--- src/fetch_pkg.sv ---
package fetch_pkg;

    localparam logic [31:0] reset_pc   = 32'hbfc0_0000;
    localparam logic [31:0] exc_vector = 32'hbfc0_0380;

    localparam logic [4:0] exc_adel = 5'd4; // address error on instruction fetch.

    localparam int btb_entries   = 8;
    localparam int icache_lines  = 8;
    localparam int rom_words     = 256;
    localparam int refill_cycles = 4; // cycles that a miss holds busy high.

    // pre-fetch to fetch bundle, 39 bits.
    typedef struct packed {
        logic        inst_valid;
        logic [31:0] pc;
        logic        ex;
        logic [4:0]  exctype;
    } ps_to_fs_t;

    // fetch to decode bundle, 71 bits.
    typedef struct packed {
        logic        ex;
        logic [4:0]  exctype;
        logic        bd;
        logic [31:0] inst;
        logic [31:0] pc;
    } fs_to_ds_t;

    typedef struct packed {
        logic [31:0] target;
        logic        predict_valid;
    } bpu_to_ps_t;

    typedef struct packed {
        logic        taken;
        logic [31:0] target;
    } bpu_to_ds_t;

    // branch resolution coming back from decode, 67 bits.
    typedef struct packed {
        logic        valid;
        logic [31:0] pc;
        logic        is_branch;
        logic        taken;
        logic [31:0] target;
    } branch_result_t;

    typedef struct packed {
        logic        req;
        logic [31:0] addr;
    } icache_req_t;

endpackage

--- src/branch_predictor.sv ---
`timescale 1ns/1ps

module branch_predictor (
    input  logic                      clk,
    input  logic                      reset,
    input  logic                      ds_allowin,
    input  logic [31:0]               fs_pc,
    input  fetch_pkg::branch_result_t branch_result,
    output logic [31:0]               target,
    output logic                      bpu_valid,
    output fetch_pkg::bpu_to_ds_t     bpu_to_ds_bus
);
    import fetch_pkg::*;

    localparam int idx_w = $clog2(btb_entries);
    localparam int tag_w = 30 - idx_w;

    logic [btb_entries-1:0] btb_valid;
    logic [tag_w-1:0]       btb_tag    [btb_entries];
    logic [31:0]            btb_target [btb_entries];
    logic [1:0]             btb_ctr    [btb_entries];

    logic [idx_w-1:0] rd_idx;
    logic             rd_hit;
    logic [idx_w-1:0] wr_idx;
    logic [tag_w-1:0] wr_tag;
    logic             wr_hit;
    logic             update;

    assign rd_idx    = fs_pc[idx_w+1:2];
    assign rd_hit    = btb_valid[rd_idx] && (btb_tag[rd_idx] == fs_pc[31:idx_w+2]);
    assign bpu_valid = rd_hit & btb_ctr[rd_idx][1]; // taken when the counter is 2 or 3.
    assign target    = btb_target[rd_idx];

    assign bpu_to_ds_bus = '{taken: bpu_valid, target: btb_target[rd_idx]};

    // a resolution counts once, when decode passes the branch on.
    assign update = branch_result.valid & branch_result.is_branch & ds_allowin;
    assign wr_idx = branch_result.pc[idx_w+1:2];
    assign wr_tag = branch_result.pc[31:idx_w+2];
    assign wr_hit = btb_valid[wr_idx] && (btb_tag[wr_idx] == wr_tag);

    always_ff @(posedge clk) begin
        if (reset) begin
            btb_valid <= '0;
        end else if (update && !wr_hit && branch_result.taken) begin
            btb_valid[wr_idx] <= 1'b1;
        end
    end

    always_ff @(posedge clk) begin
        if (update) begin
            if (wr_hit) begin
                if (branch_result.taken) begin
                    btb_target[wr_idx] <= branch_result.target;
                    if (btb_ctr[wr_idx] != 2'b11) begin
                        btb_ctr[wr_idx] <= btb_ctr[wr_idx] + 2'd1;
                    end
                end else if (btb_ctr[wr_idx] != 2'b00) begin
                    btb_ctr[wr_idx] <= btb_ctr[wr_idx] - 2'd1;
                end
            end else if (branch_result.taken) begin
                btb_tag[wr_idx]    <= wr_tag; // replaces whatever sat at this index.
                btb_target[wr_idx] <= branch_result.target;
                btb_ctr[wr_idx]    <= 2'b10;
            end
        end
    end

endmodule

--- src/if_stage.sv ---
`timescale 1ns/1ps

module if_stage (
    input  logic                      clk,
    input  logic                      reset,
    input  logic                      ds_allowin,
    input  logic                      ps_to_fs_valid,
    input  logic                      fs_bd,
    input  logic                      br_flush,
    input  logic                      flush,
    input  logic                      icache_busy,
    input  fetch_pkg::ps_to_fs_t      ps_to_fs_bus,
    input  fetch_pkg::branch_result_t branch_result,
    input  logic [31:0]               inst_rdata,
    output logic                      fs_allowin,
    output logic                      fs_to_ds_valid,
    output fetch_pkg::fs_to_ds_t      fs_to_ds_bus,
    output fetch_pkg::bpu_to_ps_t     bpu_to_ps_bus,
    output fetch_pkg::bpu_to_ds_t     bpu_to_ds_bus
);
    import fetch_pkg::*;

    logic        fs_valid;
    logic        fs_ready_go;
    ps_to_fs_t   fs_bus_r;
    logic [31:0] bpu_target;
    logic        bpu_valid;

    assign fs_ready_go    = ~icache_busy; // the word is ready once the cache is idle.
    assign fs_allowin     = ~fs_valid | (fs_ready_go & ds_allowin);
    assign fs_to_ds_valid = fs_valid & fs_ready_go;

    always_ff @(posedge clk) begin
        if (reset || flush) begin
            fs_valid <= 1'b0;
        end else if (fs_allowin) begin
            fs_valid <= ps_to_fs_valid;
        end
    end

    always_ff @(posedge clk) begin
        if (reset || flush) begin
            fs_bus_r <= '0;
        end else if (ps_to_fs_valid && fs_allowin) begin
            fs_bus_r <= ps_to_fs_bus;
        end
    end

    // on br_flush the slot becomes a nop that carries the branch's own pc.
    assign fs_to_ds_bus = '{
        ex:      fs_bus_r.ex,
        exctype: fs_bus_r.exctype,
        bd:      fs_bd,
        inst:    (br_flush || !fs_bus_r.inst_valid) ? 32'd0 : inst_rdata,
        pc:      br_flush ? fs_bus_r.pc - 32'd8 : fs_bus_r.pc
    };

    assign bpu_to_ps_bus = '{
        target:        bpu_target,
        predict_valid: bpu_valid & fs_valid & ~br_flush & fs_bus_r.inst_valid
    };

    branch_predictor branch_predictor_i (
        .clk           (clk),
        .reset         (reset),
        .ds_allowin    (ds_allowin),
        .fs_pc         (fs_bus_r.pc),
        .branch_result (branch_result),
        .target        (bpu_target),
        .bpu_valid     (bpu_valid),
        .bpu_to_ds_bus (bpu_to_ds_bus)
    );

endmodule

--- config.mk ---
export PLATFORM = sky130hd
export DESIGN_NAME = if_stage
export DESIGN_NICKNAME = d
export VERILOG_FILES = /design/src/fetch_pkg.sv /design/src/branch_predictor.sv /design/src/if_stage.sv
export SDC_FILE = /design/constraint.sdc
export NUM_CORES = 1
export LEC_CHECK = 0
export BUFFER_PORTS_ARGS = -buffer_cell sky130_fd_sc_hd__buf_2
export CAP_MARGIN = 10
export CORE_AREA = 2 2 285 287
export CTS_BUF_LIST = sky130_fd_sc_hd__clkbuf_2 sky130_fd_sc_hd__clkbuf_4 sky130_fd_sc_hd__clkbuf_8
export CTS_CLUSTER_SIZE = 16
export DETAILED_ROUTE_END_ITERATION = 10
export DIE_AREA = 0 0 287 289
export PLACE_DENSITY_LB_ADDON = 0.12
export SLEW_MARGIN = 0
export SYNTH_ARGS = -nofsm -noshare
export SYNTH_HDL_FRONTEND = slang
export SYNTH_SLANG_ARGS = --single-unit
--- constraint.sdc ---
create_clock -name clk -period 6.3 [get_ports clk]
set_clock_uncertainty 0.05 [all_clocks]
set_input_delay 0.63 -clock clk [delete_from_list [all_inputs] [get_ports clk]]
set_output_delay 0.63 -clock clk [all_outputs]
set_load 0.02 [all_outputs]
# Word level (Yosys, flattened, before mapping)
# Memory sizes are Yosys's and may differ from the RTL's. A register that Yosys moved wholly into a read port is not among the register bits.
# Index checks and enable logic that the tools add are counted.
# W data, S select, Z words.
# totals
ff_bits,48
mem_bits_rw,488
wordCells,79
memories,3
# mem_list
name,words,width,read_ports,rd_ports_with_merged_regs,wr,line_no,source
branch_predictor_i.btb_target,8,32,1,1,1,branch_predictor.sv:20,logic [31:0] btb_target [btb_entries];
branch_predictor_i.btb_tag,8,27,2,1,1,branch_predictor.sv:19,logic [tag_w-1:0] btb_tag [btb_entries];
branch_predictor_i.btb_ctr,8,2,2,1,1,branch_predictor.sv:21,logic [1:0] btb_ctr [btb_entries];
# op_classes
n_addsub,3
magnitude_cmp,3
n_eq_ne,3
mux,34
bitwise_logic,16
reduce_logical,11
# ops
operator,count
$mux W32,3
$eq A27 B27 Y1,2
$sub A32 B4 Y32 const B,1
$mux W1,20
$mux W3,6
$and A1 B1 Y1,8
$lt A3 B4 Y1 const B,2
$or A8 B8 Y8,1
$bmux W1 S3,2
$logic_and A1 B1 Y1,6
$mux W2,2
$or A1 B1 Y1,4
$demux W1 S3,1
$ge A3 B1 Y1 const B,1
$not A1 Y1,3
$add A2 B1 Y2 const B,1
$logic_not A1 Y1,2
$logic_or A1 B1 Y1,2
$ne A2 B2 Y1 const B,1
$reduce_bool A2 Y1,1
$sub A2 B1 Y2 const B,1

# Longest topological paths before layout
# Gate-level depths: netlist of run 1.
# An unclocked memory read counts as a cell.
# logic_depth
ltp_word,9
mapped_depth,14

# By module
# From an unflattened synthesis of run 1, not the netlist that was laid out.
# hier_totals
cells_unflattened,1456
hier_area_um2,24166.9
# by_module_without_submodules
mod,instances,cells_per_inst,area_per_inst_um2,seq_area_each_um2
branch_predictor,1,1148,21844.7,14814.2
if_stage,1,308,2322.2,800.8

# Worst setup path after synthesis of run 1
# OpenSTA, ideal clock, no wires.
# synth_path
path_kind,input to register
startpoint,input port branch_result[37] in the netlist's numbering
endpoint,memory branch_predictor_i.btb_tag[1][0] in the netlist's numbering (enable)
setup_ns,0.445
t_arrival_ns,4.456
required_ns,5.805
slack_ns,1.349
path_stages,14
n_path_buf,7
path_cell_list,buf_2 buf_4 buf_4 buf_4 buf_2 mux2i_1 xnor2_1 nor2_1 nand4_1 or4_4 nand2b_2 buf_6 buf_8 nor3_1
# synth_between
elab_chain_len,6
elab_cells_between_ends,8
# synth_rtl
element,line_no,source
"start, declared",if_stage.sv:13,"input fetch_pkg::branch_result_t branch_result,"
$mem_v2 Z8 W27 or $bmux W1 S3 (tied branches),-,
$eq A27 B27 Y1 or $mux W1 (tied branches),branch_predictor.sv:41,assign wr_hit = btb_valid[wr_idx] && (btb_tag[wr_idx] == wr_tag);
$logic_and A1 B1 Y1,branch_predictor.sv:41,
$mux W1,branch_predictor.sv:53,if (wr_hit) begin
$mux W1,branch_predictor.sv:52,if (update) begin
$mux W1 (not written as such),branch_predictor.sv:63,btb_tag[wr_idx] <= wr_tag;
"end, declared",branch_predictor.sv:19,
# Several ways; a longest one is shown, not always the timed one. The select of a mux whose other input is x is not followed.

==> results of run 1 <==
-- critical path, cell delays in order (launching register included) --
cell and delay [ns]:
dfxtp_4 0.79, buf_4 0.42, mux4_2 0.55, mux2i_1 0.29, xnor2_1 0.19, nor4_1 0.28
nand4_1 0.16, nor4_1 0.57, and3_1 0.22, buf_2 0.16
-- Yosys cell counts (13+ instances only) --
cell type / number
nand2_1: 94
and2_1: 34
mux2_2: 34
xnor2_1: 40
mux4_2: 154
edfxtp_1: 488
mux2i_1: 71
dfxtp_1: 51
buf_1: 16
clkbuf_1: 50
a21oi_1: 51
buf_4: 48
nor4_1: 21
mux4_1: 13
xor2_1: 35
nor2_1: 33
nand2b_1: 18
-- logic make-up after synthesis --
group | synth area share, %
AO/OA/AOI/OAI | 2.159
XOR/XNOR | 2.758
adder cells (fa/ha/maj) | 0.05252
buffers and inverters | 3.063
flip-flops | 65.81
multiplexers | 20.59
AND/OR/NAND/NOR | 5.568
-- final cells by class --
type                            count  share of cell area (%)
Sequential cell                   539                   55.72
Clock buffer                      129                   5.662
Tap cell                         1060                   4.711
Inverter                            5                 0.06666
Timing Repair Buffer              316                   5.955
Clock inverter                     48                   1.120
Multi-Input combinational cell    695                   26.74
Antenna cell                        3                 0.02667
-- routing by layer --
metal,vias up,track usage [%],routed length (um)
met5,-,0,20
met4,4,4.180,1292
met3,104,2.976,2623
met2,267,26.75,33260
met1,6916,19.71,27390
li1,5993,-,-
-- state kept, by name, indices dropped and copies added, names as in the netlist, named ones only --
| register | cells |
|---|---|
| branch_predictor_i.btb_target | 256 |
| fs_bus_r | 33 |
| fs_valid | 1 |
| branch_predictor_i.btb_ctr | 16 |
| branch_predictor_i.btb_tag | 216 |
| branch_predictor_i.btb_valid | 8 |
| fs_to_ds_bus | 6 |
-- per-stage QoR --
step | total power [W] | utilization (%) | setup WS [ns] | hold slack, ns
after CTS | 0.007909 | 35.23 | 1.059 | 0.02097
final | 0.007772 | 35.24 | 1.283 | 0.1006
after global routing | 0.008108 | 35.23 | 0.9000 | 0.05456
after global placement | 0.004612 | 32.84 | 1.226 | 0.3913
after detailed placement | 0.004615 | 32.84 | 1.215 | 0.3967
after floorplan | 0.004391 | - | 1.349 | 0.3818
-- power by group --
| group | internal [W] | leakage (nW) | switching (W) |
|---|---|---|---|
| clock | 0.00171 | 1.01 | 0.00153 |
| sequential | 0.00393 | 4.81 | 0.0000320 |
| combinational | 0.000226 | 3.71 | 0.000342 |
-- worst min path at each step --
stage / depth (start not counted) / startpoint / to / slack [ns]
global route: 1 / branch_result[20] / branch_predictor_i.btb_target[0][20]$_DFFE_PP_ / 0.05
finish: 1 / branch_result[17] / branch_predictor_i.btb_target[0][17]$_DFFE_PP_ / 0.10
global placement: 2 / fs_bus_r[38]$_SDFFE_PP0P_ / fs_bus_r[38]$_SDFFE_PP0P_ / 0.39
floorplan: 2 / fs_bus_r[38]$_SDFFE_PP0P_ / fs_bus_r[38]$_SDFFE_PP0P_ / 0.38
CTS: 1 / branch_result[17] / branch_predictor_i.btb_target[0][17]$_DFFE_PP_ / 0.02
detailed placement: 2 / fs_bus_r[38]$_SDFFE_PP0P_ / fs_bus_r[38]$_SDFFE_PP0P_ / 0.40
==> impl_metrics.tcl, run 1 <==
set metrics [dict create \
    status "completed" \
    finalCritPeriodShare_pct 79.64 \
    drt_iter0_drc 920 \
    grt_pass1_vias 14109 \
    synthCells 1366 \
    ant_nets 0 \
    path_max_fanout 28 \
    portBuffers 280 \
    grt_first_pass_wirelength_um 93750 \
    track_usage_pct 15.42 \
    fin_area_mm2 0.02815 \
    synth.largest_area_cell "edfxtp_1" \
    slew_violations 0 \
    post_drt_wl_per_cell_um 23.11 \
    die_area_mm2 0.08294 \
    rr_endpoint "branch_predictor_i.btb_tag[6][26]$_DFFE_PP_" \
    drive_gt1_share_pct 39.32 \
    critical_path_class "reg2out" \
    synth_seq_area_share_pct 65.81 \
    p_leak_nw 9.527 \
    cp-end-kind "primary output" \
    layout_commonest_cell "edfxtp_1" \
    drcViolationCount 0 \
    fin_crit_ns 5.017 \
    multi_input_area_mm2 0.007528 \
    worstReg2RegStart "branch_predictor_i.btb_tag[1][13]$_DFFE_PP_" \
    worstSetupStartpointType "flip-flop" \
    clk_pin_slew_ns 0.06 \
    wl_um 64590 \
    die_w_um 287 \
    cts_tree "yes" \
    die_h_um 289 \
    ys_top_cells_by_area "edfxtp_1, mux4_2, dfxtp_1" \
    synth_nets 1513 \
    fmax_mhz 199.3 \
    worst_slew_pin_slew_ns 1.142 \
    clock_latency_ns 0.72 \
    gp_congestion 0.7387 \
    syn_avg_cell_area_um2 17.44 \
    overflow 0 \
    setup_viol 0 \
    peakVddDrop_mv 0.1596 \
    cts_buffers 100 \
    final_cell_count_no_fill 2795 \
    initial_core_util_pct 29.81 \
    final_hold_viol_count 0 \
    ff2ff_path_depth 9 \
    synthToLayoutAreaGrowth_pct 18.20 \
    cts.path.max_buffers 3 \
    post_cts_resized 0 \
    nets 1804 \
    netlist_area_mm2 0.02382 \
    rows 104 \
    grt_max_degree 65 \
    vias 13284 \
    io_pins 285 \
    fillers 7703 \
    viasPerCell 4.753 \
    synth_ff_type "edfxtp_1" \
    ys_ff_latch 539 \
    arrival_ns 4.34 \
    synth_edf_count 488 \
    crit_required_ns 5.62 \
    finalSetupTns_ns 0 \
    rrSetupSlack_ns 2.31 \
    dpl_cell_area_mm2 0.02624 \
    seqCellArea_mm2 0.01569 \
    crit_path_end "bpu_to_ps_bus[0]" \
    synth_async_sr_flop_share_pct 0 \
    synth_cell_types 52 \
    rsz0062_at_grt "false" \
    ys_warn_count 0 \
    antenna_found_initial 9 \
    min_path_type "in2reg" \
    cts-root-buf "clkbuf_8" \
    slew_headroom_pct 23.43 \
    max-cap-violations 0 \
    hold_buffers 0 \
    final_cell_mix "edfxtp_1, buf_2, mux4_2" \
    coreArea_mm2 0.07990 \
    htreeDepth 3 \
    synth_top_cell_area_share_pct 61.53 \
    post-dp-hpwl_um 40000 \
    postCtsSetupBuffers 0 \
    placedCellCount 2615 \
    drt_pass1_iterations 5 \
    powerDensity_mw_per_mm2 276.0 \
    cts_num_sinks 539 \
]
No activity file was read; power rests on OpenSTA's default activity.
==> run 2, diff against run 1 <==
- clock period: 6.3 -> 4.6 ns (I/O delays scaled with it)
==> run 2 against run 1 <==
  * Die area is the same
  * Register-to-register slack worse by 1.3 ns
  * Non-clock buffer count rose by 106
  * Critical path depth increased by 1
  * Largest cell class unchanged
  * Sequential power up 37%
  * Hold slack lost 0.030 ns
  * Sequential cell count did not move
  * Final area grew 4.4%
  * Global-route usage is 0.069 points higher
  * Critical path type unchanged
==> impl_metrics.tcl, run 2 (same netlist as run 1, synthesis figures left out) <==
set metrics [dict create \
    worstSetupStartpointType "flip-flop" \
    wl_met3_um 2438 \
    worst_slew_pin_slew_ns 1.023 \
    final_cell_count_no_fill 2896 \
    fin_util_pct 36.79 \
    largest_reg_flops 256 \
    worst_slack_ns 0.4228 \
    drt_pass1_iterations 7 \
    min_path_type "in2reg" \
    peakVddDrop_mv 0.2002 \
    dp_slack_ns 0.2682 \
    arrival_ns 3.67 \
    post-dp-hpwl_um 39470 \
    htreeDepth 3 \
    fin_crit_ns 4.177 \
    post_cts_resized 0 \
    finalCritPeriodShare_pct 90.81 \
    viasPerCell 4.722 \
    rows 104 \
    clk_pin_slew_ns 0.06 \
    cts_num_sinks 539 \
    synthToLayoutAreaGrowth_pct 23.41 \
    cp-end-kind "primary output" \
    vias 13675 \
    grt_first_pass_wirelength_um 94540 \
    drive_gt1_share_pct 38.39 \
    die_h_um 289 \
    wl_met1_um 27870 \
    slew_headroom_pct 31.62 \
    rsz0062_at_grt "false" \
    placedCellCount 2626 \
    post_drt_wl_per_cell_um 22.43 \
    power_w 0.01073 \
    cts_tree "yes" \
    status "completed" \
    final_hold_viol_count 0 \
    initial_core_util_pct 29.81 \
    final_cell_mix "edfxtp_1, buf_2, mux4_2" \
    powerDensity_mw_per_mm2 364.9 \
    largestRegisters "branch_predictor_i.btb_target (256), branch_predictor_i.btb_tag (216), fs_bus_r (33)" \
    setup_viol 0 \
    drt_iter0_drc 751 \
    portBuffers 280 \
    fmax_mhz 239.4 \
    drcViolationCount 0 \
    grt_pass1_vias 14499 \
    grt_max_degree 51 \
    fillers 7629 \
    highest_layer "met5" \
    cts_buffers 98 \
    met2WireLength_um 32860 \
    coreArea_mm2 0.07990 \
    clock_latency_ns 0.70 \
    overflow 0 \
    die_w_um 287 \
    antenna_found_initial 6 \
    ant_nets 0 \
    io_pins 285 \
    die_area_mm2 0.08294 \
    wl_um 64960 \
    regMostFlops "branch_predictor_i.btb_target" \
    slew_violations 0 \
    path_max_fanout 33 \
    cts.path.max_buffers 3 \
    critical_path_class "reg2out" \
    track_usage_pct 15.49 \
    cts-root-buf "clkbuf_8" \
    max-cap-violations 0 \
    nets 1908 \
    crit_required_ns 4.09 \
    layout_commonest_cell "edfxtp_1" \
    finalSetupTns_ns 0 \
    gp_congestion 0.7530 \
    p_leak_nw 10.05 \
]
[run 2: changes by cell type in the layout (fill, tap and decap cells not counted), moves of 2 or more]
| cell | delta |
|---|---|
| buf_12 | +16 |
| clkbuf_4 | +9 |
| clkbuf_8 | +3 |
| clkinv_1 | -12 |
| clkinv_2 | -3 |
| dlygate4sd3_1 | +91 |
| inv_16 | -2 |
[run 2: final timing paths]
kind,from,to,slack [ns],cells past startpoint
max,flip-flop,bpu_to_ps_bus[0],0.42,10
min,branch_result[50],branch_predictor_i.btb_tag[2][11]$_DFFE_PP_,0.07,1
max reg2reg,branch_predictor_i.btb_tag[1][13]$_DFFE_PP_,branch_predictor_i.btb_ctr[6][1]$_DFFE_PP_,1.02,8
min reg2reg,fs_bus_r[38]$_SDFFE_PP0P_,fs_bus_r[38]$_SDFFE_PP0P_,0.40,2
[run 2: critical path, stage by stage, from the launching register on]
cell     delay (ns)
dfxtp_4        0.57
buf_12         0.30
buf_4          0.24
mux4_2         0.31
mux2i_1        0.48
xor2_1         0.22
nand4_1        0.11
nor4_1         0.26
buf_4          0.18
and3_1         0.14
buf_2          0.16
[run 2: what timing repair did]
| action | CTS | global route |
|---|---|---|
| hold buffers | 91 | 0 |
| endpoints found under the setup margin | 0 | 23 |
| setup buffers | 0 | 4 |
| hold endpoints to repair | 422 | 0 |
[run 2: metrics by stage]
stage	instance area, um2	hold slack, ns
floorplan	23820	0.3818
global placement	26530	0.3919
detailed placement	26530	0.3957
CTS	29360	0.007390
global route	29390	0.03653
finish	29390	0.07105
[run 2: where the power goes]
group / internal, W / total, W / switching [W]
sequential: 0.00538 / 0.00542 / 0.0000368
clock: 0.00244 / 0.00444 / 0.00200
combinational: 0.000374 / 0.000868 / 0.000494
total: 0.00820 / 0.0107 / 0.00253
[run 2: per-layer routing]
metal  track usage, %  vias up
li1                 -     6191
met1            19.87     7052
met2            26.57      299
met3            2.693      123
met4            5.130       10
met5                0        -
[run 2: area by class of cell]
class | instances | area (um2) | share of cell area [%]
flip-flops and latches | 539 | 15690 | 53.36
clock buffers | 141 | 1703 | 5.793
diodes | 2 | 5.005 | 0.01703
inverters | 5 | 18.77 | 0.06385
multi-input cells | 695 | 7535 | 25.63
clock inverters | 32 | 220.2 | 0.7492
well taps | 1060 | 1326 | 4.512
repair buffers | 422 | 2900 | 9.867
